==> src/hw/fbscale_macros.svh <==
// ######################################
// fbscale shared defines for raster,
// framebuffer, scale and APB map
// ######################################

`ifndef FBSCALE_MACROS_SVH
`define FBSCALE_MACROS_SVH

// framebuffer geometry in pixels
`define FB_WIDTH  160
`define FB_HEIGHT 120
`define FB_SCALE  4  // each stored pixel shown as 4x4

// raster, blanking comes before the active area
`define H_ACTIVE 640
`define V_ACTIVE 480
`define H_BLANK  160  // 800 clocks per line
`define V_BLANK  45   // 525 lines per frame

// APB map, framebuffer sits at address 0
`define APB_PAL_BASE 16'h8000

`define BG_COLR 12'h137  // shown outside the scaled image

`endif

==> src/hw/display_pkg.sv <==
// ######################################
// display types for screen coordinates
// and framebuffer addressing
// ######################################

`include "fbscale_macros.svh"

package display_pkg;

    // signed so blanking sits at negative values
    typedef logic signed [15:0] coord_t;

    // one word per framebuffer pixel
    typedef logic [$clog2(`FB_WIDTH*`FB_HEIGHT)-1:0] fb_addr_t;

endpackage

==> src/hw/color_pkg.sv <==
// ######################################
// colour index and colour types
// ######################################

package color_pkg;

    typedef logic [3:0] cidx_t;  // palette index, 16 entries

    typedef struct packed {
        logic [3:0] r;
        logic [3:0] g;
        logic [3:0] b;
    } colr12_t;

    typedef struct packed {
        logic [7:0] r;
        logic [7:0] g;
        logic [7:0] b;
    } rgb24_t;

    // nibble repeat so 4'hf maps to full scale 8'hff
    function automatic rgb24_t expand_colr(colr12_t c);
        rgb24_t o;
        o.r = {2{c.r}};
        o.g = {2{c.g}};
        o.b = {2{c.b}};
        return o;
    endfunction

endpackage

==> src/hw/sdp_ram.sv <==
// ######################################
// simple dual-port memory, one write
// port and one registered read port
// ######################################

`timescale 1ns/100ps

module sdp_ram #(
    parameter type payload_t = logic [7:0],
    parameter int  DEPTH     = 256
) (
    input  logic                     clk_sys,
    input  logic                     we,
    input  logic [$clog2(DEPTH)-1:0] waddr,
    input  payload_t                 wdata,
    input  logic [$clog2(DEPTH)-1:0] raddr,
    output payload_t                 rdata
);

    payload_t mem [DEPTH];  // contents only ever set by writes

    always_ff @(posedge clk_sys) begin
        if (we) begin
            mem[waddr] <= wdata;
        end
        rdata <= mem[raddr];  // one clock read latency
    end

endmodule

==> src/hw/pixel_paint.sv <==
// ######################################
// palette lookup and painter giving
// coordinate-tagged 24-bit pixels
// ######################################

`timescale 1ns/100ps

`include "fbscale_macros.svh"

module pixel_paint (
    input  logic                clk_sys,
    input  logic                rst,
    input  display_pkg::coord_t sx,
    input  display_pkg::coord_t sy,
    input  logic                de,
    input  logic                frame,
    input  color_pkg::cidx_t    lb_cidx,
    input  logic                pal_we,
    input  color_pkg::cidx_t    pal_widx,
    input  color_pkg::colr12_t  pal_wdata,
    output display_pkg::coord_t sdl_sx,
    output display_pkg::coord_t sdl_sy,
    output logic                sdl_de,
    output logic                sdl_frame,
    output logic [7:0]          sdl_r,
    output logic [7:0]          sdl_g,
    output logic [7:0]          sdl_b
);

    import display_pkg::*;
    import color_pkg::*;

    colr12_t pal_colr;

    // palette, read address lines up with the first coordinate stage
    sdp_ram #(
        .payload_t(colr12_t),
        .DEPTH(2 ** $bits(cidx_t))
    ) pal_ram (
        .clk_sys,
        .we(pal_we),
        .waddr(pal_widx),
        .wdata(pal_wdata),
        .raddr(lb_cidx),
        .rdata(pal_colr)
    );

    coord_t  sx_q, sy_q, sx_qq, sy_qq;  // two stages to meet palette data
    logic    de_q, de_qq, frame_q, frame_qq;
    logic    paint_area;
    colr12_t paint_colr;
    rgb24_t  px;

    always_comb begin
        paint_area = (sx_qq >= 0) && (sx_qq < `FB_WIDTH * `FB_SCALE)
                     && (sy_qq >= 0) && (sy_qq < `FB_HEIGHT * `FB_SCALE);
        if (!de_qq) begin
            paint_colr = '0;  // black in blanking
        end else if (paint_area) begin
            paint_colr = pal_colr;
        end else begin
            paint_colr = colr12_t'(`BG_COLR);
        end
        px = expand_colr(paint_colr);
    end

    always_ff @(posedge clk_sys) begin
        if (rst) begin
            de_q      <= 1'b0;
            de_qq     <= 1'b0;
            frame_q   <= 1'b0;
            frame_qq  <= 1'b0;
            sdl_de    <= 1'b0;
            sdl_frame <= 1'b0;
        end else begin
            de_q      <= de;
            de_qq     <= de_q;
            frame_q   <= frame;
            frame_qq  <= frame_q;
            sdl_de    <= de_qq;
            sdl_frame <= frame_qq;
        end
    end

    always_ff @(posedge clk_sys) begin
        sx_q   <= sx;
        sy_q   <= sy;
        sx_qq  <= sx_q;
        sy_qq  <= sy_q;
        sdl_sx <= sx_qq;  // tags the colour below
        sdl_sy <= sy_qq;
        sdl_r  <= px.r;
        sdl_g  <= px.g;
        sdl_b  <= px.b;
    end

endmodule

==> config.mk <==
export PLATFORM = sky130hd
export DESIGN_NAME = pixel_paint
export DESIGN_NICKNAME = d
export VERILOG_FILES = /design/src/hw/display_pkg.sv /design/src/hw/color_pkg.sv /design/src/hw/sdp_ram.sv /design/src/hw/pixel_paint.sv
export VERILOG_INCLUDE_DIRS = /design/src /design/src/hw
export SDC_FILE = /design/constraint.sdc
export NUM_CORES = 1
export LEC_CHECK = 0
export BUFFER_PORTS_ARGS = -buffer_cell sky130_fd_sc_hd__buf_2
export CAP_MARGIN = 40
export CORE_MARGIN = 4
export CORE_UTILIZATION = 35
export DETAILED_ROUTE_END_ITERATION = 10
export SKIP_LAST_GASP = 1
export SLEW_MARGIN = 20
export SYNTH_ARGS = -nofsm -noshare
export SYNTH_HDL_FRONTEND = slang
export SYNTH_SLANG_ARGS = --single-unit
==> constraint.sdc <==
create_clock -name clk_sys -period 4 [get_ports clk_sys]
set_clock_uncertainty 0.05 [all_clocks]
set_input_delay 0.8 -clock clk_sys [delete_from_list [all_inputs] [get_ports clk_sys]]
set_output_delay 0.8 -clock clk_sys [all_outputs]
set_load 0.01 [all_outputs]
==> results.cfg <==
[yosys]
synth_top_cell_by_area = edfxtp_1
netlist_area_um2 = 10200
synth_top_area_frac = 0.567
ys_ff_latch = 318
synthCells = 490
syn_area_per_cell_um2 = 20.8
synth_cell_type_count = 24
synthTopCellsByArea = edfxtp_1, dfxtp_1, mux4_2
synth_fp_nets = 547
synth_seq_area_share = 0.815
ys_warn_count = 0

[min_path]
hp-class = register to register
min_to = sdl_sx[6]$_DFF_P_
holdPathStages = 0
hp-start = sx_qq[6]$_DFF_P_

[finish]
synthToLayoutAreaGrowth_pct = 21.4
final.fill_count = 2514
nets = 689
multi_input_area_um2 = 1710
drive_gt1_frac = 0.341
antennaDiodeCount = 0
seq_area_um2 = 8290
final_cell_area_um2 = 12400

[outcome]
status = finished clean

[timing]
maxSlewHeadroom = 0.491
hold_viol_final = 0
period_share = 0.516
setup_viol = 0
final.setup.tns_ns = 0
post-route-min-period_ns = 2.06
timing.fmax_mhz = 484
tightest_slew_ns = 0.763
drv_slew = 0
setup_ws_ns = 1.94
rsz0062_at_grt = no

[clocking]
clock_sinks = 318
post-cts-setup-buffer-count = 0
insertion_delay_ns = 0.56
cts_inserted_buffers = 31
clkTransAtPathRegs_ns = 0.07
h-tree-depth = 1
root_buffer = clkbuf_16
postCtsHoldBufs = 0
ctsResizeCount = 0
cts_tree = built
cts_buffer_depth = 3

[critical_path]
worstPathArrival_ns = 2.46
crit_type = input pin to register
rrSetupSlack_ns = 2.41
critPathMaxFanout = 25
regToRegStartpoint = sx_qq[11]$_DFF_P_
crit_path_start_kind = input pin
r2r.worst_path.cells = 3
endpoint_kind = register
required_ns = 4.40
regToRegEndpoint = sdl_b[6]$_SDFF_PN0_

[global_route]
grt.total_usage = 0.133
first_global_vias = 5208
grt_max_degree = 26
grt_pass1_wl_um = 31600
grt-ovfl-total = 0
antenna_found_initial = 1

[route]
via_per_inst = 4.70
first_iter_violations = 493
vias = 4890
ant_nets = 0
drt_wl_total_um = 21200
drc = 0
first_pass_iters = 4
routedWlPerCell_um = 20.4

[die]
initial_core_util = 0.354
dieWidth_um = 178
die_h_um = 178
row_count = 62
die_area_um2 = 31900
fp.coreArea_um2 = 28700
pin_count = 115

[pwr]
power.static_leakage_uw = 0.00450
p_sw_uw = 1360
power_frac_comb = 0.039
switching_share = 0.201
internal_power_uw = 5420
p_clk_frac = 0.428
power_frac_seq = 0.533
ir_drop_mv = 0.353
power_density_nw_per_um2 = 549

[place]
postPlaceCellArea_um2 = 11300
place_ws_ns = 1.08
dp_hpwl_um = 13600
io_buffers = 114
place.gp.congestion = 0.706

[run]
drv_cap = 0
[cells in the final DEF (no fill, tap or decap), drive strengths merged, types with 3 or more instances in the layout]
| cell | n |
|---|---|
| edfxtp | 192 |
| buf | 137 |
| dfxtp | 126 |
| mux4 | 48 |
| clkbuf | 45 |
| a22oi | 24 |
| nor2 | 15 |
| nand2 | 14 |
| inv | 10 |
| nor4 | 8 |
| nor2b | 7 |
| o31a | 6 |
| clkinv | 6 |
| nor3 | 5 |
| bufinv | 3 |
[per-layer routing]
layer  global-route usage  share of wire
met4               0.0371          0.027
met3               0.0250          0.095
met2                0.206           0.45
met5                    0        0.00061
met1                0.192           0.43
[logic make-up (layout without fill, tap and decap cells)]
family                 Yosys count  after routing  share of synthesized area
AOI/OAI and AO/OA               31             31                     0.0234
buffers and inverters           35            201                     0.0219
DFF                            318            318                      0.815
muxes                           48             48                      0.112
and+or+nand+nor                 58             58                     0.0283
[metrics by stage]
stage                util  hold slack (ns)  cells  power [uW]
floorplan               -            0.260    490        3810
finish              0.430            0.273   1040        6780
CTS                 0.430            0.260   1039        6850
global route        0.430            0.265   1040        7030
detailed placement  0.394            0.262    982        3960
global placement    0.390            0.260    974        3940
[sequential cells by signal, summed over array words and instances (netlist names), 12 cells and up]
signal	flops
pal_ram.rdata	12
pal_ram.mem	192
sdl_sx	16
sx_q	16
sx_qq	16
sy_q	16
sdl_sy	16
sy_qq	16
[how the worst max path moves through the flow]
stage	from	end	slack, ns
6_report	lb_cidx[1]	pal_ram.rdata[5]$_DFF_P_	1.94
5_1_grt	lb_cidx[1]	pal_ram.rdata[3]$_DFF_P_	1.78
4_1_cts	lb_cidx[0]	pal_ram.rdata[5]$_DFF_P_	1.67
3_5_place_dp	lb_cidx[0]	pal_ram.rdata[5]$_DFF_P_	1.08
3_3_place_gp	lb_cidx[0]	pal_ram.rdata[11]$_DFF_P_	1.14
2_1_floorplan	pal_widx[2]	pal_ram.mem[0][0]$_DFFE_PP_	1.45
[cell usage after synthesis, drive strengths merged]
master,instances
nand3,1
a22oi,24
nor4,8
mux4,48
nand2,14
nand3b,2
clkbuf,8
and2,1
dfxtp,126
o21ai,1
o31a,6
buf,20
nand4,2
nor2,15
nor3,5
or3b,1
nand2b,2
nor2b,7
inv,7
edfxtp,192
[cell type report]
class,instances,area share
well taps,384,0.0389
flip-flops and latches,318,0.671
clock inverters,12,0.0124
repair buffers,137,0.0661
multi-input cells,137,0.138
inverters,7,0.00213
clock buffers,45,0.0712
[critical path, cell delays in order]
cell	delay [ns]
buf_2	0.51
buf_4	0.45
mux4_2	0.36
a22oi_1	0.22
nand2_1	0.09
[power by group through the flow]
stage	clock network, uW	registers [uW]	logic (uW)
after floorplan	0	3680	130
after global placement	0	3680	252
after detailed placement	0	3690	266
after CTS	2970	3620	267
after global routing	3110	3630	289
final	2900	3620	263
No activity file was read; power rests on OpenSTA's default activity.
