[config.mk]
export PLATFORM = sky130hd
export DESIGN_NAME = fb_apb_port
export DESIGN_NICKNAME = d
export VERILOG_FILES = /design/src/hw/display_pkg.sv /design/src/hw/color_pkg.sv /design/src/hw/fb_apb_port.sv
export VERILOG_INCLUDE_DIRS = /design/src /design/src/hw
export SDC_FILE = /design/constraint.sdc
export NUM_CORES = 1
export LEC_CHECK = 0
export ABC_AREA = 1
export BUFFER_PORTS_ARGS = -buffer_cell sky130_fd_sc_hd__buf_2
export CAP_MARGIN = 10
export CELL_PAD_IN_SITES_DETAIL_PLACEMENT = 0
export CELL_PAD_IN_SITES_GLOBAL_PLACEMENT = 2
export CORE_MARGIN = 2
export CORE_UTILIZATION = 17
export CTS_CLUSTER_SIZE = 8
export DETAILED_ROUTE_END_ITERATION = 12
export MAX_ROUTING_LAYER = met4
export PLACE_DENSITY = 0.94
export SETUP_SLACK_MARGIN = 0.2
export SKIP_CTS_REPAIR_TIMING = 1
export SLEW_MARGIN = 15
export SYNTH_ARGS = -nofsm -noshare
export SYNTH_HDL_FRONTEND = slang
export SYNTH_SLANG_ARGS = --single-unit
[constraint.sdc]
create_clock -name clk_sys -period 0.8 [get_ports clk_sys]
set_input_delay 0.08 -clock clk_sys [delete_from_list [all_inputs] [get_ports clk_sys]]
set_output_delay 0.08 -clock clk_sys [all_outputs]
set_load 0.05 [all_outputs]
[src/hw/fbscale_macros.svh]
// ######################################
// fbscale shared defines for raster,
// framebuffer, scale and APB map
// ######################################

`ifndef FBSCALE_MACROS_SVH
`define FBSCALE_MACROS_SVH

// framebuffer geometry in pixels
`define FB_WIDTH  160
`define FB_HEIGHT 120
`define FB_SCALE  4  // each stored pixel shown as 4x4

// raster, blanking comes before the active area
`define H_ACTIVE 640
`define V_ACTIVE 480
`define H_BLANK  160  // 800 clocks per line
`define V_BLANK  45   // 525 lines per frame

// APB map, framebuffer sits at address 0
`define APB_PAL_BASE 16'h8000

`define BG_COLR 12'h137  // shown outside the scaled image

`endif

[src/hw/display_pkg.sv]
// ######################################
// display types for screen coordinates
// and framebuffer addressing
// ######################################

`include "fbscale_macros.svh"

package display_pkg;

    // signed so blanking sits at negative values
    typedef logic signed [15:0] coord_t;

    // one word per framebuffer pixel
    typedef logic [$clog2(`FB_WIDTH*`FB_HEIGHT)-1:0] fb_addr_t;

endpackage

[src/hw/color_pkg.sv]
// ######################################
// colour index and colour types
// ######################################

package color_pkg;

    typedef logic [3:0] cidx_t;  // palette index, 16 entries

    typedef struct packed {
        logic [3:0] r;
        logic [3:0] g;
        logic [3:0] b;
    } colr12_t;

    typedef struct packed {
        logic [7:0] r;
        logic [7:0] g;
        logic [7:0] b;
    } rgb24_t;

    // nibble repeat so 4'hf maps to full scale 8'hff
    function automatic rgb24_t expand_colr(colr12_t c);
        rgb24_t o;
        o.r = {2{c.r}};
        o.g = {2{c.g}};
        o.b = {2{c.b}};
        return o;
    endfunction

endpackage

[src/hw/fb_apb_port.sv]
// ######################################
// APB write slave for framebuffer and
// palette, reads answer with an error
// ######################################

`timescale 1ns/100ps

`include "fbscale_macros.svh"

module fb_apb_port (
    input  logic                  clk_sys,
    input  logic                  rst,
    input  logic                  psel,
    input  logic                  penable,
    input  logic                  pwrite,
    input  logic [15:0]           paddr,
    input  logic [31:0]           pwdata,
    output logic                  pready,
    output logic                  pslverr,
    output logic                  fb_we,
    output display_pkg::fb_addr_t fb_waddr,
    output color_pkg::cidx_t      fb_wdata,
    output logic                  pal_we,
    output color_pkg::cidx_t      pal_widx,
    output color_pkg::colr12_t    pal_wdata
);

    import display_pkg::*;
    import color_pkg::*;

    localparam logic [15:0] FB_LIMIT = `FB_WIDTH * `FB_HEIGHT;  // 19200 words
    localparam logic [15:0] PAL_BASE = `APB_PAL_BASE;
    localparam int          PAL_BITS = $bits(cidx_t);

    logic access;  // completing cycle of a transfer
    logic fb_hit, pal_hit;
    logic wr_ok;

    always_comb begin
        access  = psel && penable;
        fb_hit  = (paddr < FB_LIMIT);
        pal_hit = (paddr[15:PAL_BITS] == PAL_BASE[15:PAL_BITS]);  // 16 entries
        wr_ok   = pwrite && (fb_hit || pal_hit);
        pready  = access;  // no wait states
        pslverr = access && !wr_ok;  // reads and holes
    end

    // write strobes last one clock
    always_ff @(posedge clk_sys) begin
        if (rst) begin
            fb_we  <= 1'b0;
            pal_we <= 1'b0;
        end else begin
            fb_we  <= access && pwrite && fb_hit;
            pal_we <= access && pwrite && pal_hit;
        end
    end

    // write payload, qualified by the strobes above
    always_ff @(posedge clk_sys) begin
        fb_waddr  <= fb_addr_t'(paddr);
        fb_wdata  <= pwdata[PAL_BITS-1:0];
        pal_widx  <= paddr[PAL_BITS-1:0];
        pal_wdata <= colr12_t'(pwdata[11:0]);
    end

    // APB access phase only ever follows a setup phase
    penable_needs_psel: assert property (
        @(posedge clk_sys) disable iff (rst) penable |-> psel
    );

endmodule

==> metrics.yaml, run 1 <==
global_routing:
  overflow: 0
  met1_usage_pct: 6.781
  first_global_vias: 617
  track_usage_pct: 7.409
  grt_use_met3_pct: 4.861
  antenna_found_initial: 0
  busiest_layer: "met2"
  grt_pass1_wl_um: 2718
  grt.met2_usage_pct: 11.83
  grt_start_max_net_pins: 10
power_and_ir_drop:
  internal-power_w: 0.002747
  p_leak_nw: 0.9291
  power_frac_comb_pct: 24.6
  ir_worst_vdd_mv: 0.5830
  p_sw_w: 0.001066
  pwr-share-clk_pct: 34.2
  total_power_w: 0.003813
  power_density_nw_per_um2: 1859
  power.switching_fraction_pct: 27.97
  seq_power_share_pct: 41.3
critical_path:
  crit_chain: "buf_6, inv_2, nand2_2, nor2_4, nand2_2, nand2_2, nand2_2, a21oi_4, buf_6"
  startpoint_type: "input pin"
  end_kind: "output pin"
  crit_top_cell: "nand2_2"
  critical_path_required_ns: 0.72
  cpMaxStageDelayCell: "buf_6"
  cp_max_fo: 3
  slowest_delay_ns: 0.17
  cp.arrival_ns: 0.86
  crit_type: "in -> out"
  critPathLaunch: "paddr[15]"
  endpoint: "pslverr"
sta:
  worst_slack_ns: -0.1356
  hold_viol_final: 1
  slew_headroom_pct: 88.59
  rsz0062_at_grt: "yes"
  maxSlewViolCount: 0
  timing.fmax_ghz: 1.069
  fin_crit_sh_pct: 116.9
  period_needed_ns: 0.9356
  fin_hold_ws_ns: -0.08123
  finalSetupViolations: 38
  worst_pin_slew_ns: 0.1711
status:
  run_status: "finished, violations left"
  violations: "negative hold slack, negative setup slack"
detailed_routing:
  vias_per_cell: 3.700
  ant_nets: 0
  drc: 0
  wl_per_cell_um: 11.42
  vias: 814
  wl_um: 2513
  firstDrtPassIters: 4
  drtIter0Drc: 11
layout:
  final_util_pct: 46.46
  finalNetCount: 220
  synthToLayoutAreaGrowth_pct: 160.6
  antenna_cells: 0
  drive_gt1_share_pct: 74.40
floorplan:
  design.die.area_um2: 5190
  die_w_um: 72.04
  start_util_pct: 17.83
  coreArea_um2: 4414
  rows: 24
  die_height_um: 72.04
  io_pins: 92
synthesis:
  yosys_warnings: 0
  synth.avg_cell_area_um2: 11.41
  synth-seq-cells: 29
  synthDistinctLibCells: 10
  synthArstFlopShare_pct: 0
  synth_most_common_cell: "dfxtp_1"
  ys.flop_type: "dfxtp_1"
  synth_fp_nets: 122
  syn_inst: 69
  synth.cell_area_um2: 787.0
  synth_edf_count: 0
  ys_seq_area_share_pct: 73.77
  yosys-top-cells-count: "dfxtp_1, buf_4, inv_1, nand2_1, nor2_1"
  synth_top_cell_area_share_pct: 73.77
  ys_top_cells_by_area: "dfxtp_1, buf_4, inv_1, nand2_1, nor2_1"
  yosysTopAreaCell: "dfxtp_1"
place:
  io_buffers: 71
  place.gp.congestion: 0.6977
cts:
  cts_buffer_depth: 2
  cts_tree: "done"
  cts-root-buf: "clkbuf_8"
  cts_made_buffers: 5
  clk_pin_slew_ns: 0.06
  h-tree-depth: 2
  cts.sinks: 29
flow_run:
  drv_cap: 0
worst_hold_path:
  hold_path_class: "in -> reg"
==> area by class of cell <==
cell class                 count  area [um2]
clock buffer                   7       97.59
multi-input combinational     23       163.9
sequential                    29       636.9
fill                         396        2364
timing repair buffer          99        1028
tap                           52       65.06
inverter                       9       55.05
clock inverter                 1       3.754
==> kinds of logic (layout without fill, tap and decap cells) <==
group | count (synthesis) | after routing | synth area share [%]
and+or+nand+nor | 20 | 20 | 11.45
DFF | 29 | 29 | 73.77
buffers and inverters | 17 | 116 | 11.92
AOI/OAI and AO/OA | 3 | 3 | 2.861
==> critical path: cells and delay by family <==
| kind | cells | cell delay (ns) |
|---|---|---|
| compound gates | 1 | 0.12 |
| buf+inv | 3 | 0.31 |
| simple gates | 5 | 0.36 |
==> per-layer routing <==
metal  vias to the layer above  part of all wire [%]
li1                        392                     -
met1                       368                    32
met2                        48                    59
met3                         6                   7.4
met4                         0                   1.7
met5                         -                     0
==> power groups by stage <==
stage / Clock [W] / Combinational [W] / Sequential [W]
floorplan: 0 / 0.000214 / 0.00184
detailed placement: 0 / 0.000620 / 0.00157
CTS: 0.00136 / 0.000621 / 0.00154
finish: 0.00130 / 0.000937 / 0.00157
global route: 0.00142 / 0.000975 / 0.00158
global placement: 0 / 0.000616 / 0.00157
==> layout by cell type, fill, tap and decap left out <==
cell type,netlist,layout
clkbuf_16,0,1
a21oi_1,1,1
clkinvlp_4,0,1
a21oi_2,2,1
a21oi_4,0,1
nand2_2,3,4
buf_4,8,3
nor2_2,0,1
dlygate4sd3_1,0,26
buf_2,0,23
dfxtp_2,0,21
nor2_1,7,5
nand3b_1,2,2
inv_2,1,3
nand2_1,8,4
clkbuf_1,0,1
dfxtp_4,0,8
clkbuf_8,0,5
clkinv_4,0,1
buf_6,0,20
nand2_4,0,2
inv_12,0,1
nand2_8,0,1
buf_8,0,27
inv_1,8,3
nor2_4,0,1
clkinv_1,0,1
==> worst min-delay path by stage <==
stage	from	to	slack (ns)	cells after the start
after global placement	pwdata[2]	pal_wdata[2]	0.18	1
after global routing	paddr[8]	fb_waddr[8]	-0.1	1
after floorplan	paddr[3]	fb_waddr[3]	0.11	0
final	paddr[8]	fb_waddr[8]	-0.08	1
after CTS	paddr[2]	pal_widx[2]	-0.11	1
after detailed placement	paddr[2]	pal_widx[2]	0.18	1
==> state kept, by name, indices dropped and copies added (netlist names) <==
signal / flops
fb_we: 1
pal_widx: 3
pal_we: 1
fb_waddr: 12
pal_wdata: 12
==> stage by stage <==
step | TNS (ns) | setup slack [ns] | instance area (um2) | cells
finish | -1.471 | -0.1356 | 2051 | 220
global route | -2.637 | -0.1939 | 2051 | 220
CTS | -5.313 | -0.3146 | 1363 | 193
detailed placement | -0.3644 | -0.3104 | 1261 | 185
global placement | -0.3593 | -0.2927 | 1261 | 185
floorplan | -0.03549 | -0.03549 | 953.4 | 69
Note: power is estimated with default switching activity, not from simulation.
==> inputs of run 2 (changes only) <==
--- a/config.mk
+++ b/config.mk
@@ -9,8 +9,9 @@
 export ABC_AREA = 1
 export BUFFER_PORTS_ARGS = -buffer_cell sky130_fd_sc_hd__buf_2
 export CAP_MARGIN = 10
-export CELL_PAD_IN_SITES_DETAIL_PLACEMENT = 0
+export CELL_PAD_IN_SITES_DETAIL_PLACEMENT = 2
 export CELL_PAD_IN_SITES_GLOBAL_PLACEMENT = 2
+export CORE_ASPECT_RATIO = 0.75
 export CORE_MARGIN = 2
 export CORE_UTILIZATION = 17
 export CTS_CLUSTER_SIZE = 8
==> run 2 against run 1 <==
Against the previous run:
- the run ends with negative setup slack left
- via count is 9.2% higher
- cell area grew 3.5%
- cell count rose by 4.5%
- flip-flop and latch count unchanged
- utilization up 1.1 points
- global-route usage rose by 2.5 points
- critical path depth shrank 1
- clock-buffer cell count up 1
- clock power is 5% lower
- worst setup slack lost 0.067 ns
- sequential power is essentially flat
==> metrics.yaml, run 2 (synthesis gave the netlist of run 1 again) <==
sta:
  period_needed_ns: 1.002
  rsz0062_at_grt: "yes"
  fin_crit_sh_pct: 125.3
  hold_viol_final: 0
  timing.fmax_ghz: 0.9978
  worst_slack_ns: -0.2023
  maxSlewViolCount: 0
  worst_pin_slew_ns: 0.2028
  finalSetupViolations: 38
  slew_headroom_pct: 86.48
worst_hold_path:
  hold_path_class: "in -> reg"
layout:
  n_fill_cell: 438
  finalNetCount: 224
  instances_no_fill: 230
  final_area_um2: 2123
  final_util_pct: 47.54
  layout_common_cells: "buf_8, dlygate4sd3_1, dfxtp_2, buf_2, buf_6"
  reg.largest.list: "fb_waddr (12), pal_wdata (12), pal_widx (3)"
  synthToLayoutAreaGrowth_pct: 169.8
  final_common_cell: "buf_8"
  drive_gt1_share_pct: 75.00
status:
  violations: "negative setup slack"
  run_status: "finished, violations left"
cts:
  cts.sinks: 29
  cts_buffer_depth: 2
  h-tree-depth: 2
  clk_pin_slew_ns: 0.07
  cts_tree: "done"
  cts-root-buf: "clkbuf_8"
  cts_made_buffers: 5
detailed_routing:
  firstDrtPassIters: 4
  wl_per_cell_um: 20.88
  highest_layer: "met4"
  ant_nets: 0
  wl_um: 4802
  vias_per_cell: 3.865
  vias: 889
  wl_met2_um: 2323
  drtIter0Drc: 16
  met1Wirelength_um: 2115
  wl_met3_um: 355
  drc: 0
global_routing:
  first_global_vias: 759
  overflow: 0
  grt_pass1_wl_um: 3601
  antenna_found_initial: 1
  track_usage_pct: 9.864
  grt_start_max_net_pins: 9
floorplan:
  start_util_pct: 17.62
  io_pins: 92
  die_height_um: 62.93
  rows: 21
  die_w_um: 82.57
  coreArea_um2: 4467
  design.die.area_um2: 5195
place:
  post-place-ws_ns: -0.3054
  io_buffers: 71
  place.gp.congestion: 0.6287
  place_inst: 192
  place_area_um2: 1282
  hpwl_um: 1999
critical_path:
  slowest_delay_ns: 0.15
  crit_chain: "buf_4, inv_1, nand2_1, nor2_1, nand3b_1, nand2_2, a21oi_4, buf_6"
  cp.arrival_ns: 0.92
  startpoint_type: "input pin"
  critical_path_required_ns: 0.72
  cpMaxStageDelayCell: "nand3b_1"
  cp_max_fo: 4
  end_kind: "output pin"
  crit_type: "in -> out"
power_and_ir_drop:
  ir_worst_vdd_mv: 1.105
  p_leak_nw: 0.9540
  power_density_nw_per_um2: 1811
flow_run:
  drv_cap: 0
## run 2: critical path: cells and delay by family
kind / cells / cell delay [ns]
buffers and inverters: 3 / 0.36
AND/OR/NAND/NOR: 4 / 0.43
AO/OA/AOI/OAI: 1 / 0.05
## run 2: per-stage QoR
| stage | setup TNS, ns | hold slack [ns] | power, W |
|---|---|---|---|
| finish | -2.443 | 0.01331 | 0.003846 |
| global placement | -0.4060 | 0.1820 | 0.002188 |
| floorplan | -0.03549 | 0.1077 | 0.002057 |
| detailed placement | -0.4466 | 0.1836 | 0.002206 |
| global route | -3.341 | 0.009000 | 0.003959 |
| CTS | -5.463 | -0.1078 | 0.003339 |
## run 2: final cells by class
class	count	area (um2)	share of cell area, %
timing repair buffer	103	1106	52.09
sequential	29	636.9	29.99
multi-input combinational	23	171.4	8.073
clock buffer	8	80.08	3.771
tap	57	71.32	3.359
inverter	9	55.05	2.593
antenna	1	2.502	0.1179
## run 2: report_power, final
part,switching (W),leakage (nW),total [W],internal [W]
Sequential,0.0000705,0.248,0.00159,0.00152
Clock,0.000609,0.0395,0.00123,0.000619
Combinational,0.000554,0.667,0.00103,0.000476
Total,0.00123,0.954,0.00385,0.00261
## run 2: routing by layer
metal	global-route usage (%)	up-vias
met3	5.491	2
met5	-	-
li1	-	403
met2	18.55	53
met4	4.303	0
met1	7.326	431
## run 2: final timing paths
check,start,endpoint,slack [ns],cells after the start
worst min-delay path,paddr[5],fb_waddr[5],0.01,2
worst max-delay path,paddr[14],pslverr,-0.20,8
==> inputs of run 3 (changes only) <==
--- a/config.mk
+++ b/config.mk
@@ -16,8 +16,8 @@
 export CORE_UTILIZATION = 17
 export CTS_CLUSTER_SIZE = 8
 export DETAILED_ROUTE_END_ITERATION = 12
-export MAX_ROUTING_LAYER = met4
 export PLACE_DENSITY = 0.94
+export RECOVER_POWER = 25
 export SETUP_SLACK_MARGIN = 0.2
 export SKIP_CTS_REPAIR_TIMING = 1
 export SLEW_MARGIN = 15
==> run 3 against run 2 <==
Against the previous run:
- the run still ends with negative setup slack left
- hold slack improved by 0.025 ns
- maximum frequency is 0.81% lower
- critical path depth grew 1
- clock power about the same
- cell area unchanged
- flip-flop and latch count is the same
- clock-buffer cell count unchanged
- worst setup slack got worse by 0.0081 ns
- sequential power about the same
- die area unchanged
- global-route usage shrank 0.23 points
- total power is essentially flat
- critical endpoint unchanged
==> metrics.yaml, run 3 (synthesis gave the netlist of run 1 again) <==
global_routing:
  first_global_vias: 755
  grt_pass1_wl_um: 3629
  overflow: 0
  grt_start_max_net_pins: 9
  antenna_found_initial: 1
  track_usage_pct: 9.632
floorplan:
  start_util_pct: 17.62
  io_pins: 92
  design.die.area_um2: 5195
  die_w_um: 82.57
  coreArea_um2: 4467
  die_height_um: 62.93
  rows: 21
critical_path:
  path_depth: 9
  end_kind: "output pin"
  cpMaxStageDelayCell: "buf_6"
  critical_path_required_ns: 0.72
  cp_max_fo: 3
  crit_family: "simple AND/OR/NAND/NOR gates"
  crit_chain: "buf_6, inv_2, nand2_2, nor2_2, nand2_1, nand2_2, nand2_2, a21oi_4, buf_6"
  cp_num_buf_inv: 3
  slowest_delay_ns: 0.17
  crit_top_cell: "nand2_2"
  cp.arrival_ns: 0.93
  endpoint: "pslverr"
  startpoint_type: "input pin"
  critPathLaunch: "paddr[15]"
  crit_type: "in -> out"
cts:
  cts_made_buffers: 5
  clk_pin_slew_ns: 0.07
  cts.sinks: 29
  cts-root-buf: "clkbuf_8"
  cts_buffer_depth: 2
  cts_tree: "done"
  h-tree-depth: 2
power_and_ir_drop:
  ir_worst_vdd_mv: 1.100
  p_leak_nw: 0.9538
  power.switching_fraction_pct: 32.02
  pwr-share-clk_pct: 31.9
  total_power_w: 0.003843
  seq_power_share_pct: 41.3
  power_density_nw_per_um2: 1810
  p_sw_w: 0.001231
  internal-power_w: 0.002612
  power_frac_comb_pct: 26.8
status:
  run_status: "finished, violations left"
  violations: "negative setup slack"
detailed_routing:
  drc: 0
  highest_layer: "met4"
  wl_met3_um: 428
  met1Wirelength_um: 2046
  firstDrtPassIters: 3
  vias_per_cell: 3.830
  drtIter0Drc: 17
  wl_met2_um: 2323
  wl_um: 4814
  vias: 881
  ant_nets: 0
  wl_per_cell_um: 20.93
layout:
  final_common_cell: "buf_8"
  drive_gt1_share_pct: 75.00
  layout_common_cells: "buf_8, dlygate4sd3_1, dfxtp_2, buf_2, buf_6"
  synthToLayoutAreaGrowth_pct: 169.8
  reg.largest.list: "fb_waddr (12), pal_wdata (12), pal_widx (3)"
  n_fill_cell: 438
  finalNetCount: 224
sta:
  fin_hold_ws_ns: 0.03792
  worst_slack_ns: -0.2104
  timing.fmax_ghz: 0.9897
  worst_pin_slew_ns: 0.1962
  hold_viol_final: 0
  maxSlewViolCount: 0
  finalSetupViolations: 38
  fin_crit_sh_pct: 126.3
  rsz0062_at_grt: "yes"
  slew_headroom_pct: 86.92
  period_needed_ns: 1.010
place:
  io_buffers: 71
  post-place-ws_ns: -0.3054
  place.gp.congestion: 0.6239
  hpwl_um: 1999
worst_hold_path:
  hold_path_class: "in -> reg"
flow_run:
  drv_cap: 0
## run 3: how the worst min path moves through the flow
stage / startpoint / endpoint / slack (ns) / cells after the start
2_1_floorplan: paddr[3] / fb_waddr[3] / 0.11 / 0
3_3_place_gp: pwdata[0] / pal_wdata[0] / 0.18 / 1
3_5_place_dp: pwdata[0] / pal_wdata[0] / 0.18 / 1
4_1_cts: paddr[3] / fb_waddr[3] / -0.11 / 1
5_1_grt: paddr[5] / fb_waddr[5] / 0.03 / 2
6_report: paddr[5] / fb_waddr[5] / 0.04 / 2
## run 3: area by class of cell
class | instances | area [um2] | area share, %
antenna | 1 | 2.502 | 0.1179
clock buffer | 8 | 80.08 | 3.771
inverter | 9 | 55.05 | 2.593
multi-input combinational | 23 | 171.4 | 8.073
sequential | 29 | 636.9 | 29.99
tap | 57 | 71.32 | 3.359
timing repair buffer | 103 | 1106 | 52.09
## run 3: power groups by stage
stage | Combinational [W] | Sequential, W | Clock (W)
3_5_place_dp | 0.000636 | 0.00157 | 0
6_report | 0.00103 | 0.00159 | 0.00122
4_1_cts | 0.000639 | 0.00154 | 0.00116
5_1_grt | 0.00107 | 0.00159 | 0.00130
2_1_floorplan | 0.000214 | 0.00184 | 0
3_3_place_gp | 0.000625 | 0.00156 | 0
## run 3: through the flow
stage	cell area [um2]	TNS, ns	utilization (%)	instances
final	2123	-2.445	47.54	230
after global routing	2123	-3.362	47.54	230
after CTS	1363	-5.463	30.50	200
after detailed placement	1282	-0.4466	28.71	192
after global placement	1282	-0.4060	28.71	192
after floorplan	953.4	-0.03549	-	69
## run 3: metal layers
metal	up-vias	track usage [%]
met3	4	5.491
met5	-	0
met2	55	18.35
li1	401	-
met1	421	7.590
met4	0	4.303
