**src/hw/fbscale_macros.svh**
```systemverilog
// ######################################
// fbscale shared defines for raster,
// framebuffer, scale and APB map
// ######################################

`ifndef FBSCALE_MACROS_SVH
`define FBSCALE_MACROS_SVH

// framebuffer geometry in pixels
`define FB_WIDTH  160
`define FB_HEIGHT 120
`define FB_SCALE  4  // each stored pixel shown as 4x4

// raster, blanking comes before the active area
`define H_ACTIVE 640
`define V_ACTIVE 480
`define H_BLANK  160  // 800 clocks per line
`define V_BLANK  45   // 525 lines per frame

// APB map, framebuffer sits at address 0
`define APB_PAL_BASE 16'h8000

`define BG_COLR 12'h137  // shown outside the scaled image

`endif

```
**src/hw/display_pkg.sv**
```systemverilog
// ######################################
// display types for screen coordinates
// and framebuffer addressing
// ######################################

`include "fbscale_macros.svh"

package display_pkg;

    // signed so blanking sits at negative values
    typedef logic signed [15:0] coord_t;

    // one word per framebuffer pixel
    typedef logic [$clog2(`FB_WIDTH*`FB_HEIGHT)-1:0] fb_addr_t;

endpackage

```
**src/hw/display_timing.sv**
```systemverilog
// ######################################
// raster counters with coordinates,
// data enable, line and frame events
// ######################################

`timescale 1ns/100ps

`include "fbscale_macros.svh"

module display_timing (
    input  logic                clk_sys,
    input  logic                rst,
    output display_pkg::coord_t sx,
    output display_pkg::coord_t sy,
    output logic                de,
    output logic                line,
    output logic                frame
);

    import display_pkg::*;

    // counters start in blanking and end on the last active pixel
    localparam coord_t H_START = -`H_BLANK;
    localparam coord_t V_START = -`V_BLANK;
    localparam coord_t H_END   = `H_ACTIVE - 1;
    localparam coord_t V_END   = `V_ACTIVE - 1;

    always_ff @(posedge clk_sys) begin
        if (rst) begin
            sx <= H_START;
            sy <= V_START;
        end else if (sx == H_END) begin
            sx <= H_START;  // new line
            if (sy == V_END) begin
                sy <= V_START;  // new frame
            end else begin
                sy <= sy + 16'sd1;
            end
        end else begin
            sx <= sx + 16'sd1;
        end
    end

    // decoded straight off the counters
    always_comb begin
        de    = (sx >= 0) && (sy >= 0);
        line  = (sx == H_START);
        frame = (sx == H_START) && (sy == V_START);
    end

endmodule

```
**config.mk**
```make
export PLATFORM = sky130hd
export DESIGN_NAME = display_timing
export DESIGN_NICKNAME = d
export VERILOG_FILES = /design/src/hw/display_pkg.sv /design/src/hw/display_timing.sv
export VERILOG_INCLUDE_DIRS = /design/src /design/src/hw
export SDC_FILE = /design/constraint.sdc
export NUM_CORES = 1
export LEC_CHECK = 0
export BUFFER_PORTS_ARGS = -buffer_cell sky130_fd_sc_hd__buf_2
export CELL_PAD_IN_SITES_DETAIL_PLACEMENT = 1
export CELL_PAD_IN_SITES_GLOBAL_PLACEMENT = 1
export CORE_MARGIN = 1
export CORE_UTILIZATION = 42
export DETAILED_ROUTE_END_ITERATION = 8
export GPL_TIMING_DRIVEN = 0
export PLACE_DENSITY = 0.94
export SYNTH_ARGS = -nofsm -noshare
export SYNTH_HDL_FRONTEND = slang
export SYNTH_SLANG_ARGS = --single-unit
```
**constraint.sdc**
```tcl
create_clock -name clk_sys -period 5 [get_ports clk_sys]
set_clock_uncertainty 0.05 [all_clocks]
set_input_delay 0.5 -clock clk_sys [delete_from_list [all_inputs] [get_ports clk_sys]]
set_output_delay 0.5 -clock clk_sys [all_outputs]
set_load 0.005 [all_outputs]
```
==> results of run 1 <==
worst max-delay path, cell delays in order (launching register included):
cell	delay [ps]
dfxtp_1	420
ha_1	240
nand4_1	310
nor4_2	750
a41oi_1	440
clkbuf_1	340
nand3_1	150
registers in the layout (all words and copies together), names as in the netlist:
name	flops
sx	16
sy	16
cell type report:
class	instances	area, sq um
inverter	10	37.5
buffer	8	40.0
sequential	32	641
tap	46	57.6
multi-input combinational	138	862
timing repair buffer	36	180
fill	454	1550
clock buffer	7	96.3
cells by family (layout without fill, tap and decap cells):
group	after synthesis	in the layout
flops	32	32
fa+ha+maj	4	4
buf+inv	18	61
xor+xnor	9	9
compound gates	30	30
simple gates	95	95
routing by layer:
metal / vias to the layer above / wire length, um / track usage [%]
met5: - / 0 / 0
met3: 10 / 195 / 6.70
li1: 784 / - / -
met1: 789 / 2050 / 30.4
met2: 35 / 2180 / 38.7
met4: 0 / 74 / 9.38
power by group through the flow:
stage / Sequential, mW / Clock [mW] / Combinational, mW
final: 0.260 / 0.218 / 0.0196
after global routing: 0.260 / 0.234 / 0.0220
after CTS: 0.260 / 0.221 / 0.0200
after detailed placement: 0.266 / 0 / 0.0200
after global placement: 0.266 / 0 / 0.0187
after floorplan: 0.265 / 0 / 0.0104
worst min path at each step:
stage	to	slack [ps]	cells after the start
floorplan	sx[0]	420	1
detailed placement	sx[0]	440	1
global route	sx[2]	410	2
CTS	sx[2]	400	2
global placement	sx[0]	440	1
finish	sx[2]	400	2
metrics by stage:
step	instance area, sq um	hold slack, ps	util [%]	power, mW	std cells
2_1_floorplan	1580	416	-	0.276	188
3_3_place_gp	1820	437	52.4	0.285	270
3_5_place_dp	1820	439	52.4	0.286	270
4_1_cts	1910	400	55.2	0.501	277
5_1_grt	1910	412	55.2	0.517	277
6_report	1910	401	55.2	0.498	277
cell usage in the layout (no fill, tap or decap), types with 2 or more instances in the layout:
| cell type | count |
|---|---|
| nand3_1 | 20 |
| nand4_1 | 7 |
| inv_1 | 10 |
| o21ai_0 | 11 |
| xnor2_1 | 7 |
| and2_1 | 2 |
| clkbuf_8 | 7 |
| dfxtp_1 | 32 |
| a21oi_1 | 3 |
| xor2_1 | 2 |
| clkbuf_1 | 4 |
| and3_1 | 4 |
| or3_1 | 7 |
| o31ai_1 | 7 |
| buf_2 | 38 |
| nor4_1 | 6 |
| nand2_1 | 15 |
| or4_1 | 9 |
| ha_1 | 4 |
| nor2_1 | 10 |
| and4_1 | 3 |
| a31oi_1 | 3 |
| nor3_1 | 4 |
==> summary.md, run 1 <==
| Metric | Value |
|---|---|
| Postcts setup bufs | 0 |
| Largest net degree at the start of global routing | 11 |
| Max Fclk | between 300 and 400 MHz |
| Setup ws final | ~2200 ps |
| Endpoints failing setup | 0 |
| Final Cycle Share | 55.5% |
| Via-per-instance ratio | ~5.8 |
| Synth Flop Type | dfxtp_1 |
| Clock power share | 43.8% |
| Cts bufs inserted | 5 |
| Aggregate global routing overflow | 0 |
| Max-Cap Viols | 0 |
| Combinational cell fraction of total power | 3.9% |
| Post-Syn Instances | 188 |
| Skew-Pair Late Insertion Delay | 290 ps |
| Max Slew Vio Count | 0 |
| Rel. slew slack | around 51% |
| Chip Height | 63.3 um |
| Post-synthesis mux area share | 0% |
| R2R Setup Slk | 2230 ps |
| Die X | 63.3 um |
| GRT Total Usage | roughly 24% |
| Kind of critical path | flop to flop |
| Post-synth top area cell | dfxtp_1 |
| Top cell type's share of synthesized area | 40.5% |
| CTS hold repair buffers | 0 |
| Switching power total | approximately 110 uW |
| Synth Area in XOR/XNOR | 4.99% |
| RSZ-0062 raised after global routing | no |
| Synth Warn # | 0 |
| H-tree depth | 2 |
| Boundary pin count | 37 |
| Critical Path End | sy[7] |
| Antenna fix cells | 0 |
| Internal power | 388 uW |
| CTS tree | yes |
| Commonest cells in the synthesized netlist | 32 x dfxtp_1, 20 x nand3_1, 15 x nand2_1, 11 x o21ai_0 |
| Top post-synthesis cells by area | dfxtp_1 41%, nand3_1 6.3%, or4_1 4.3% |
| Slew at the pin closest to its max-slew limit | 726 ps |
| Vias in the first global route | 1543 |
| Reg2reg end | sy[7] |
| Syn Std Cell Area | 0.00158 sq mm |
| RePlAce Congestion | about 0.84 |
| Vias | 1618 |
| Post-CTS sizing | 0 |
| Clock Path Buffers | 2 |
| Crit path launch | sx[0] |
| P_leak | 0.761 nW |
| Critical Path Fanout Max | 10 |
| CP endpoint kind | flop |
| Syn avg cell area | between 8 and 9 sq um |
| Worst EP arrival | 2950 ps |
| Initial Utilization | 45.6% |
| Synth Area in Compound Gates | 12.1% |
| Top-count cell post-synth | dfxtp_1 |
| Count of final hold-check violations | 0 |
| Core area | roughly 0.0035 sq mm |
| Final setup TNS | 0 ps |
| DR iter-0 viols | 67 |
| Post-synth EDFFs | 0 |
| Critical Path Source Type | flop |
| Wire per inst | roughly 16 um |
| Worst r2r path cells | 6 |
| Synth Area in Simple Gates | 34.3% |
| Post-synthesis sequential area ratio | 40.5% |
| Reg power frac | a little over half |
| Area growth, synth to finish | 21.1% |
| Clock transition at the registers of the reported paths | ~60 ps |
| Hold Crit Start | rst |
| Clock root buffer | clkbuf_8 |
| Largest family of logic cells by synthesized area | simple AND/OR/NAND/NOR gates |
| Final #Nets | 237 |
| Drt total wl | 4500 um |
| Worst reg2reg path startpoint | sx[0] |
| Number of synthesized register bits | 32 |
| Full die area | 0.00401 sq mm |
| Async S/R FF share, synth | 0% |
| DP HPWL | ~3200 um |
| Final min period | roughly 2800 ps |
| Cell Rows | 21 |
| DRC viols | 0 |
| Post-synth cell types | 38 |
| TritonRoute pass-1 iters | 4 |
| Run status | finished, final reports clean |
| Port Buffers | 36 |
| HP Class | input port to flop |
| Initial antenna violation count | 0 |
| DP Worst Slack | 2290 ps |
| Share of cells above drive strength 1 | approximately 22% |
| Switching part of the total | between 20% and 30% |
| Syn_nets | 194 |
| Worst VDD drop | ~190 uV |
| DRT antenna net count | 0 |
| First-pass GRT wire length | 7450 um |
| Critical path required time | 5170 ps |
| PwrDens | 260 mW/mm^2 |
| Adder-Cell Fraction of Synth Area | 3.17% |
| CTS sink count | 32 |
Note: power is estimated with default switching activity, not from simulation.
==> run 2: changes to the inputs <==
- CORE_UTILIZATION: 42 -> 35
- PLACE_DENSITY: 0.94 -> 0.85
- clock period: 5 -> 2.4 ns (I/O delays scaled with it)
==> summary.md, run 2 (same netlist as run 1, synthesis figures left out) <==
| Metric | Value |
|---|---|
| Die X | 69.2 um (was 63.3 um) |
| Vias in the first global route | 1557 (was 1543) |
| Boundary pin count | 37 (unchanged) |
| Critical path required time | 2500 ps (was 5170 ps) |
| Final #Nets | 243 (was 237) |
| Fill cells | 538 (was 454) |
| RePlAce Congestion | 0.812 (was 0.842) |
| DR iter-0 viols | 80 (was 67) |
| Final Cycle Share | 99.0% (was 55.5%) |
| Vias | 1623 (was 1618) |
| Most frequent cells in the layout | 36 x buf_2, 28 x dfxtp_1, 20 x nand3_1 (was 38 x buf_2, 32 x dfxtp_1, 20 x nand3_1) |
| Cts bufs inserted | 5 (unchanged) |
| Endpoints failing setup | 0 (unchanged) |
| Slowest stage delay, CP | 540 ps (was 750 ps) |
| Clock root buffer | clkbuf_8 (unchanged) |
| Largest net degree at the start of global routing | 11 (unchanged) |
| Core area | 0.00435 sq mm (was 0.00347 sq mm) |
| Via-per-instance ratio | 5.60 (was 5.84) |
| Crit-path leading delay family | simple AND/OR/NAND/NOR gates (unchanged) |
| Share of cells above drive strength 1 | 30.3% (was 21.6%) |
| Slew at the pin closest to its max-slew limit | 460 ps (was 726 ps) |
| Initial antenna violation count | 0 (unchanged) |
| Count of final hold-check violations | 0 (unchanged) |
| Critical Path Source Type | flop (unchanged) |
| DP HPWL | 3160 um (about the same) |
| Largest registers | sx (16), sy (16) (unchanged) |
| Wire per inst | 16.3 um (was 16.2 um) |
| Max Slew Vio Count | 0 (unchanged) |
| Area growth, synth to finish | 30.7% (was 21.1%) |
| Antenna fix cells | 0 (unchanged) |
| Run status | finished, final reports clean (unchanged) |
| Max Fclk | 421 MHz (was 360 MHz) |
| Clock Path Buffers | 2 (unchanged) |
| Chip Height | 69.2 um (was 63.3 um) |
| Kind of critical path | flop to flop (unchanged) |
| H-tree depth | 2 (unchanged) |
| CP max stage cell | or4_4 (was nor4_2) |
| Full die area | 0.00479 sq mm (was 0.00401 sq mm) |
| Most common cell after layout, fill and taps aside | buf_2 (unchanged) |
| CP endpoint kind | flop (unchanged) |
| PwrDens | 496 mW/mm^2 (was 260 mW/mm^2) |
| Max-Cap Viols | 0 (unchanged) |
| Bufs and invs on worst path | 2 (was 1) |
| DRT antenna net count | 0 (unchanged) |
| CTS sink count | 32 (unchanged) |
| CP Cell Sequence | or4_4, or4_4, buf_6, buf_6, o41ai_2, nand3_1 (was ha_1, nand4_1, nor4_2, a41oi_1, clkbuf_1, nand3_1) |
| Port Buffers | 36 (unchanged) |
| TritonRoute pass-1 iters | 4 (unchanged) |
| GRT Total Usage | 19.3% (was 24.1%) |
| Fin util | 47.4% (was 55.2%) |
| Clock transition at the registers of the reported paths | 70 ps (was 60 ps) |
| CTS tree | yes (unchanged) |
| Initial Utilization | 36.3% (was 45.6%) |
| HP Class | input port to flop (unchanged) |
| Skew-Pair Late Insertion Delay | 290 ps (about the same) |
| Worst EP arrival | 2480 ps (was 2950 ps) |
| Worst VDD drop | 208 uV (was 186 uV) |
| P_leak | 0.819 nW (was 0.761 nW) |
| Drt total wl | 4730 um (was 4500 um) |
| DRC viols | 0 (unchanged) |
| Final min period | 2380 ps (was 2770 ps) |
| WHS | 167 ps (was 401 ps) |
| Aggregate global routing overflow | 0 (unchanged) |
| Critical Path Fanout Max | 10 (unchanged) |
| Rel. slew slack | 69.3% (was 51.2%) |
| Cell Rows | 24 (was 21) |
| First-pass GRT wire length | 7450 um (about the same) |
[run 2: cell count changes in the layout (fill, tap and decap cells not counted), sizes merged]
cell / previous run / this run
buf: 40 / 47
clkbuf: 11 / 9
clkinv: 0 / 2
[run 2: what timing repair did]
action | in CTS | in global routing
hold buffers | 0 | 0
setup endpoints to repair | 27 | 18
setup buffers | 2 | 5
gates resized for setup | 11 | 12
pin swaps | 1 | 5
[run 2: layout make-up]
type,instances,area (sq um),share of cell area (%)
Clock buffer,6,82.6,4.00
Sequential cell,32,648,31.4
Multi-Input combinational cell,138,936,45.3
Tap cell,52,65.1,3.15
Inverter,10,37.5,1.82
Buffer,7,53.8,2.60
Clock inverter,2,10.0,0.485
Timing Repair Buffer,43,233,11.3
[run 2: power by group]
part / leakage, nW / total (mW) / switching (mW) / internal [mW]
combinational: 0.509 / 0.0431 / 0.0243 / 0.0188
clock: 0.0510 / 0.440 / 0.212 / 0.229
sequential: 0.259 / 0.542 / 0.00726 / 0.535
[run 2: through the flow]
stage / total power [mW] / TNS, ps / instance area, sq um / cells / setup WS [ps]
floorplan: 0.575 / 0 / 1580 / 188 / 97.8
global placement: 0.594 / -2160 / 1830 / 276 / -203
detailed placement: 0.595 / -3610 / 1830 / 276 / -306
CTS: 1.03 / 0 / 1970 / 285 / 6.83
global route: 1.06 / -77.7 / 2070 / 290 / -30.8
finish: 1.03 / 0 / 2070 / 290 / 23.8
[run 2: layer usage]
metal / share of wire, % / vias to the layer above / track usage (%) / wire length (um)
met2: 49 / 20 / 31.2 / 2320
met5: 0 / - / 0 / 0
met1: 48 / 804 / 25.2 / 2250
li1: - / 794 / - / -
met3: 1.9 / 5 / 3.63 / 92
met4: 1.4 / 0 / 7.71 / 64
[run 2: path summary, 6_finish.rpt]
| check | startpoint | endpoint | slack (ps) | depth (start not counted) |
|---|---|---|---|---|
| max | sx[8] | sy[15] | 20 | 6 |
| min | rst | sx[2] | 170 | 2 |
| max reg2reg | sx[8] | sy[15] | 20 | 6 |
| min reg2reg | sx[0] | sx[0] | 450 | 1 |
==> run 3: changes to the inputs <==
- ABC_AREA: unset -> 1
- CORE_UTILIZATION: 35 -> 36
- CTS_BUF_LIST: unset -> sky130_fd_sc_hd__clkbuf_8
- PLACE_DENSITY: 0.85 -> 0.89
==> summary.md, run 3 <==
| Metric | Value |
|---|---|
| Fill cells | 729 (was 538) |
| Post-Syn Instances | 296 (was 188) |
| Dpl cell area | 0.00217 sq mm (was 0.00183 sq mm) |
| Kind of critical path | flop to output port (was flop to flop) |
| Largest registers | sx (16), sy (16) (unchanged) |
| Placed Cells | 402 (was 276) |
| Syn Std Cell Area | 0.00190 sq mm (was 0.00158 sq mm) |
| P_leak | 1.22 nW (was 0.819 nW) |
| Multi-input gate area | 0.00107 sq mm (was 936 sq um) |
| Worst hold stages | 2 (unchanged) |
| CTS tree | yes (unchanged) |
| Final Cycle Share | 83.0% (was 99.0%) |
| Top-count cell post-synth | nand2_1 (was dfxtp_1) |
| Share of cells above drive strength 1 | 17.9% (was 30.3%) |
| Synth Flop Type | dfxtp_1 (unchanged) |
| R2R Setup Slk | 700 ps (was 20 ps) |
| First-pass GRT wire length | 9050 um (was 7450 um) |
| Rel. slew slack | 79.2% (was 69.3%) |
| Hold Crit Start | rst (unchanged) |
| HP Class | input port to flop (unchanged) |
| Cts bufs inserted | 5 (unchanged) |
| Final min period | 1990 ps (was 2380 ps) |
| TritonRoute pass-1 iters | 4 (unchanged) |
| H-tree depth | 2 (unchanged) |
| Post-synth top area cell | dfxtp_1 (unchanged) |
| Post-synth cell types | 27 (was 38) |
| GRT Total Usage | 21.3% (was 19.3%) |
| Max Fclk | 502 MHz (was 421 MHz) |
| Core area | 0.00511 sq mm (was 0.00435 sq mm) |
| DR iter-0 viols | 101 (was 80) |
| Drt total wl | 5590 um (was 4730 um) |
| Count of final hold-check violations | 0 (unchanged) |
| Reg2reg end | sy[12] (was sy[15]) |
| Syn_nets | 302 (was 194) |
| Max Slew Vio Count | 0 (unchanged) |
| Antenna fix cells | 0 (unchanged) |
| RSZ-0062 raised after global routing | no |
| Vias in the first global route | 1955 (was 1557) |
| Clock root buffer | clkbuf_8 (unchanged) |
| CP endpoint kind | output port (was flop) |
| Post-synth EDFFs | 0 (unchanged) |
| Largest net degree at the start of global routing | 11 (unchanged) |
| Via-per-instance ratio | 5.05 (was 5.60) |
| CTS hold repair buffers | 0 (unchanged) |
| Final setup TNS | 0 ps (unchanged) |
| Skew-Pair Late Insertion Delay | 300 ps (was 290 ps) |
| Run status | finished, final reports clean (unchanged) |
| Area growth, synth to finish | 19.8% (was 30.7%) |
| Vias | 2070 (was 1623) |
| Worst r2r path cells | 6 (unchanged) |
| Worst VDD drop | 176 uV (was 208 uV) |
| Clock Path Buffers | 2 (unchanged) |
| Non-Filler Instances | 410 (was 290) |
| RePlAce Congestion | 0.858 (was 0.812) |
| Port Buffers | 36 (unchanged) |
| Commonest cells in the synthesized netlist | 71 x nand2_1, 48 x nand3_1, 46 x nor2_1, 41 x inv_1, 32 x dfxtp_1 (was 32 x dfxtp_1, 20 x nand3_1, 15 x nand2_1, 11 x o21ai_0) |
| Postcts setup bufs | 0 (was 2) |
| Most frequent cells in the layout | 71 x nand2_1, 48 x nand3_1, 46 x nor2_1 (was 36 x buf_2, 28 x dfxtp_1, 20 x nand3_1) |
| Critical Path Source Type | flop (unchanged) |
| Cell Rows | 26 (was 24) |
| Post-CTS sizing | 0 (was 11) |
| Initial antenna violation count | 0 (unchanged) |
| Worst Hold End | sy[3] (was sx[2]) |
| Async S/R FF share, synth | 0% (unchanged) |
| PwrDens | 488 mW/mm^2 (was 496 mW/mm^2) |
| Clock transition at the registers of the reported paths | 80 ps (was 70 ps) |
| CTS sink count | 32 (unchanged) |
| Seq. cell area | 641 sq um (was 648 sq um) |
| Post-synthesis sequential area ratio | 33.8% (was 40.5%) |
| Critical path required time | 2110 ps (was 2500 ps) |
| Most common cell after layout, fill and taps aside | nand2_1 (was buf_2) |
| Post-route cell area | 0.00227 sq mm (was 0.00207 sq mm) |
| Endpoints failing setup | 0 (unchanged) |
| Worst EP arrival | 1700 ps (was 2480 ps) |
| Critical Path Fanout Max | 5 (was 10) |
| Worst reg2reg path startpoint | sy[1] (was sx[8]) |
| Full die area | 0.00557 sq mm (was 0.00479 sq mm) |
| Top cell type's share of synthesized area | 33.8% (was 40.5%) |
| Chip Height | 74.6 um (was 69.2 um) |
| Wire per inst | 13.6 um (was 16.3 um) |
| Initial Utilization | 37.2% (was 36.3%) |
| DRC viols | 0 (unchanged) |
| Final #Nets | 345 (was 243) |
| Top post-synthesis cells by area | dfxtp_1 34%, nand2_1 14%, nand3_1 13% (was dfxtp_1 41%, nand3_1 6.3%, or4_1 4.3%) |
| Die X | 74.6 um (was 69.2 um) |
| Boundary pin count | 37 (unchanged) |
| Max-Cap Viols | 0 (unchanged) |
| DP HPWL | 4240 um (was 3160 um) |
| Aggregate global routing overflow | 0 (unchanged) |
| Syn avg cell area | 6.41 sq um (was 8.41 sq um) |
| DRT antenna net count | 0 (unchanged) |
| Number of synthesized register bits | 32 (unchanged) |
| Slew at the pin closest to its max-slew limit | 311 ps (was 460 ps) |
| Synth Warn # | 0 (unchanged) |
## run 3: cell type report
class	count	share of cell area [%]
multi-input cells	218	46.9
flip-flops and latches	32	28.2
inverters	44	7.37
clock buffers	5	3.03
plain buffers	2	0.991
clock inverters	3	1.71
well taps	70	3.85
repair buffers	36	7.93
## run 3: stage by stage
step                hold WS (ps)  total power [mW]  utilization (%)  setup WS, ps
finish                      88.8              1.11             44.5           407
global route                 105              1.13             44.5           320
CTS                         83.2              1.12             44.5           409
detailed placement           392             0.596             42.4           709
global placement             389             0.594             42.4           749
floorplan                    259             0.575                -           931
## run 3: layer usage
layer  share of wire [%]  wire (um)  global-route usage, %  up-vias
li1                    -          -                      -     1026
met1                  47       2610                   27.4      988
met2                  48       2690                   36.1       43
met3                 3.2        181                   3.35       13
met4                 1.9        108                   7.55        0
met5                   0          0                      0        -
## run 3: worst max-delay path, cell delays in order, from the launching register on
cell	delay, ps
dfxtp_1	390
inv_1	100
nor3_2	280
nand3_1	120
nor2_1	190
and3_1	200
buf_2	110
## run 3: logic make-up after synthesis
logic type	after synthesis	share of synthesized area, %
XOR/XNOR	3	1.38
adder cells (fa/ha/maj)	4	2.64
AND/OR/NAND/NOR	193	47.5
AO/OA/AOI/OAI	18	4.75
buffers and inverters	46	10.0
flip-flops	32	33.8
## run 3: worst max-delay path by stage
stage	slack, ps	start	endpoint
detailed placement	710	sy[1]	sy[14]
CTS	410	sx[13]	frame
global route	320	sx[11]	frame
finish	410	sx[13]	frame
global placement	750	sx[13]	frame
floorplan	930	sx[0]	sy[13]
## run 3: report_power, final
group / total, mW / internal (mW) / leakage [nW] / switching [mW]
sequential: 0.540 / 0.535 / 0.259 / 0.00572
combinational: 0.0423 / 0.0158 / 0.899 / 0.0265
clock: 0.526 / 0.304 / 0.0593 / 0.222
total: 1.11 / 0.855 / 1.22 / 0.254
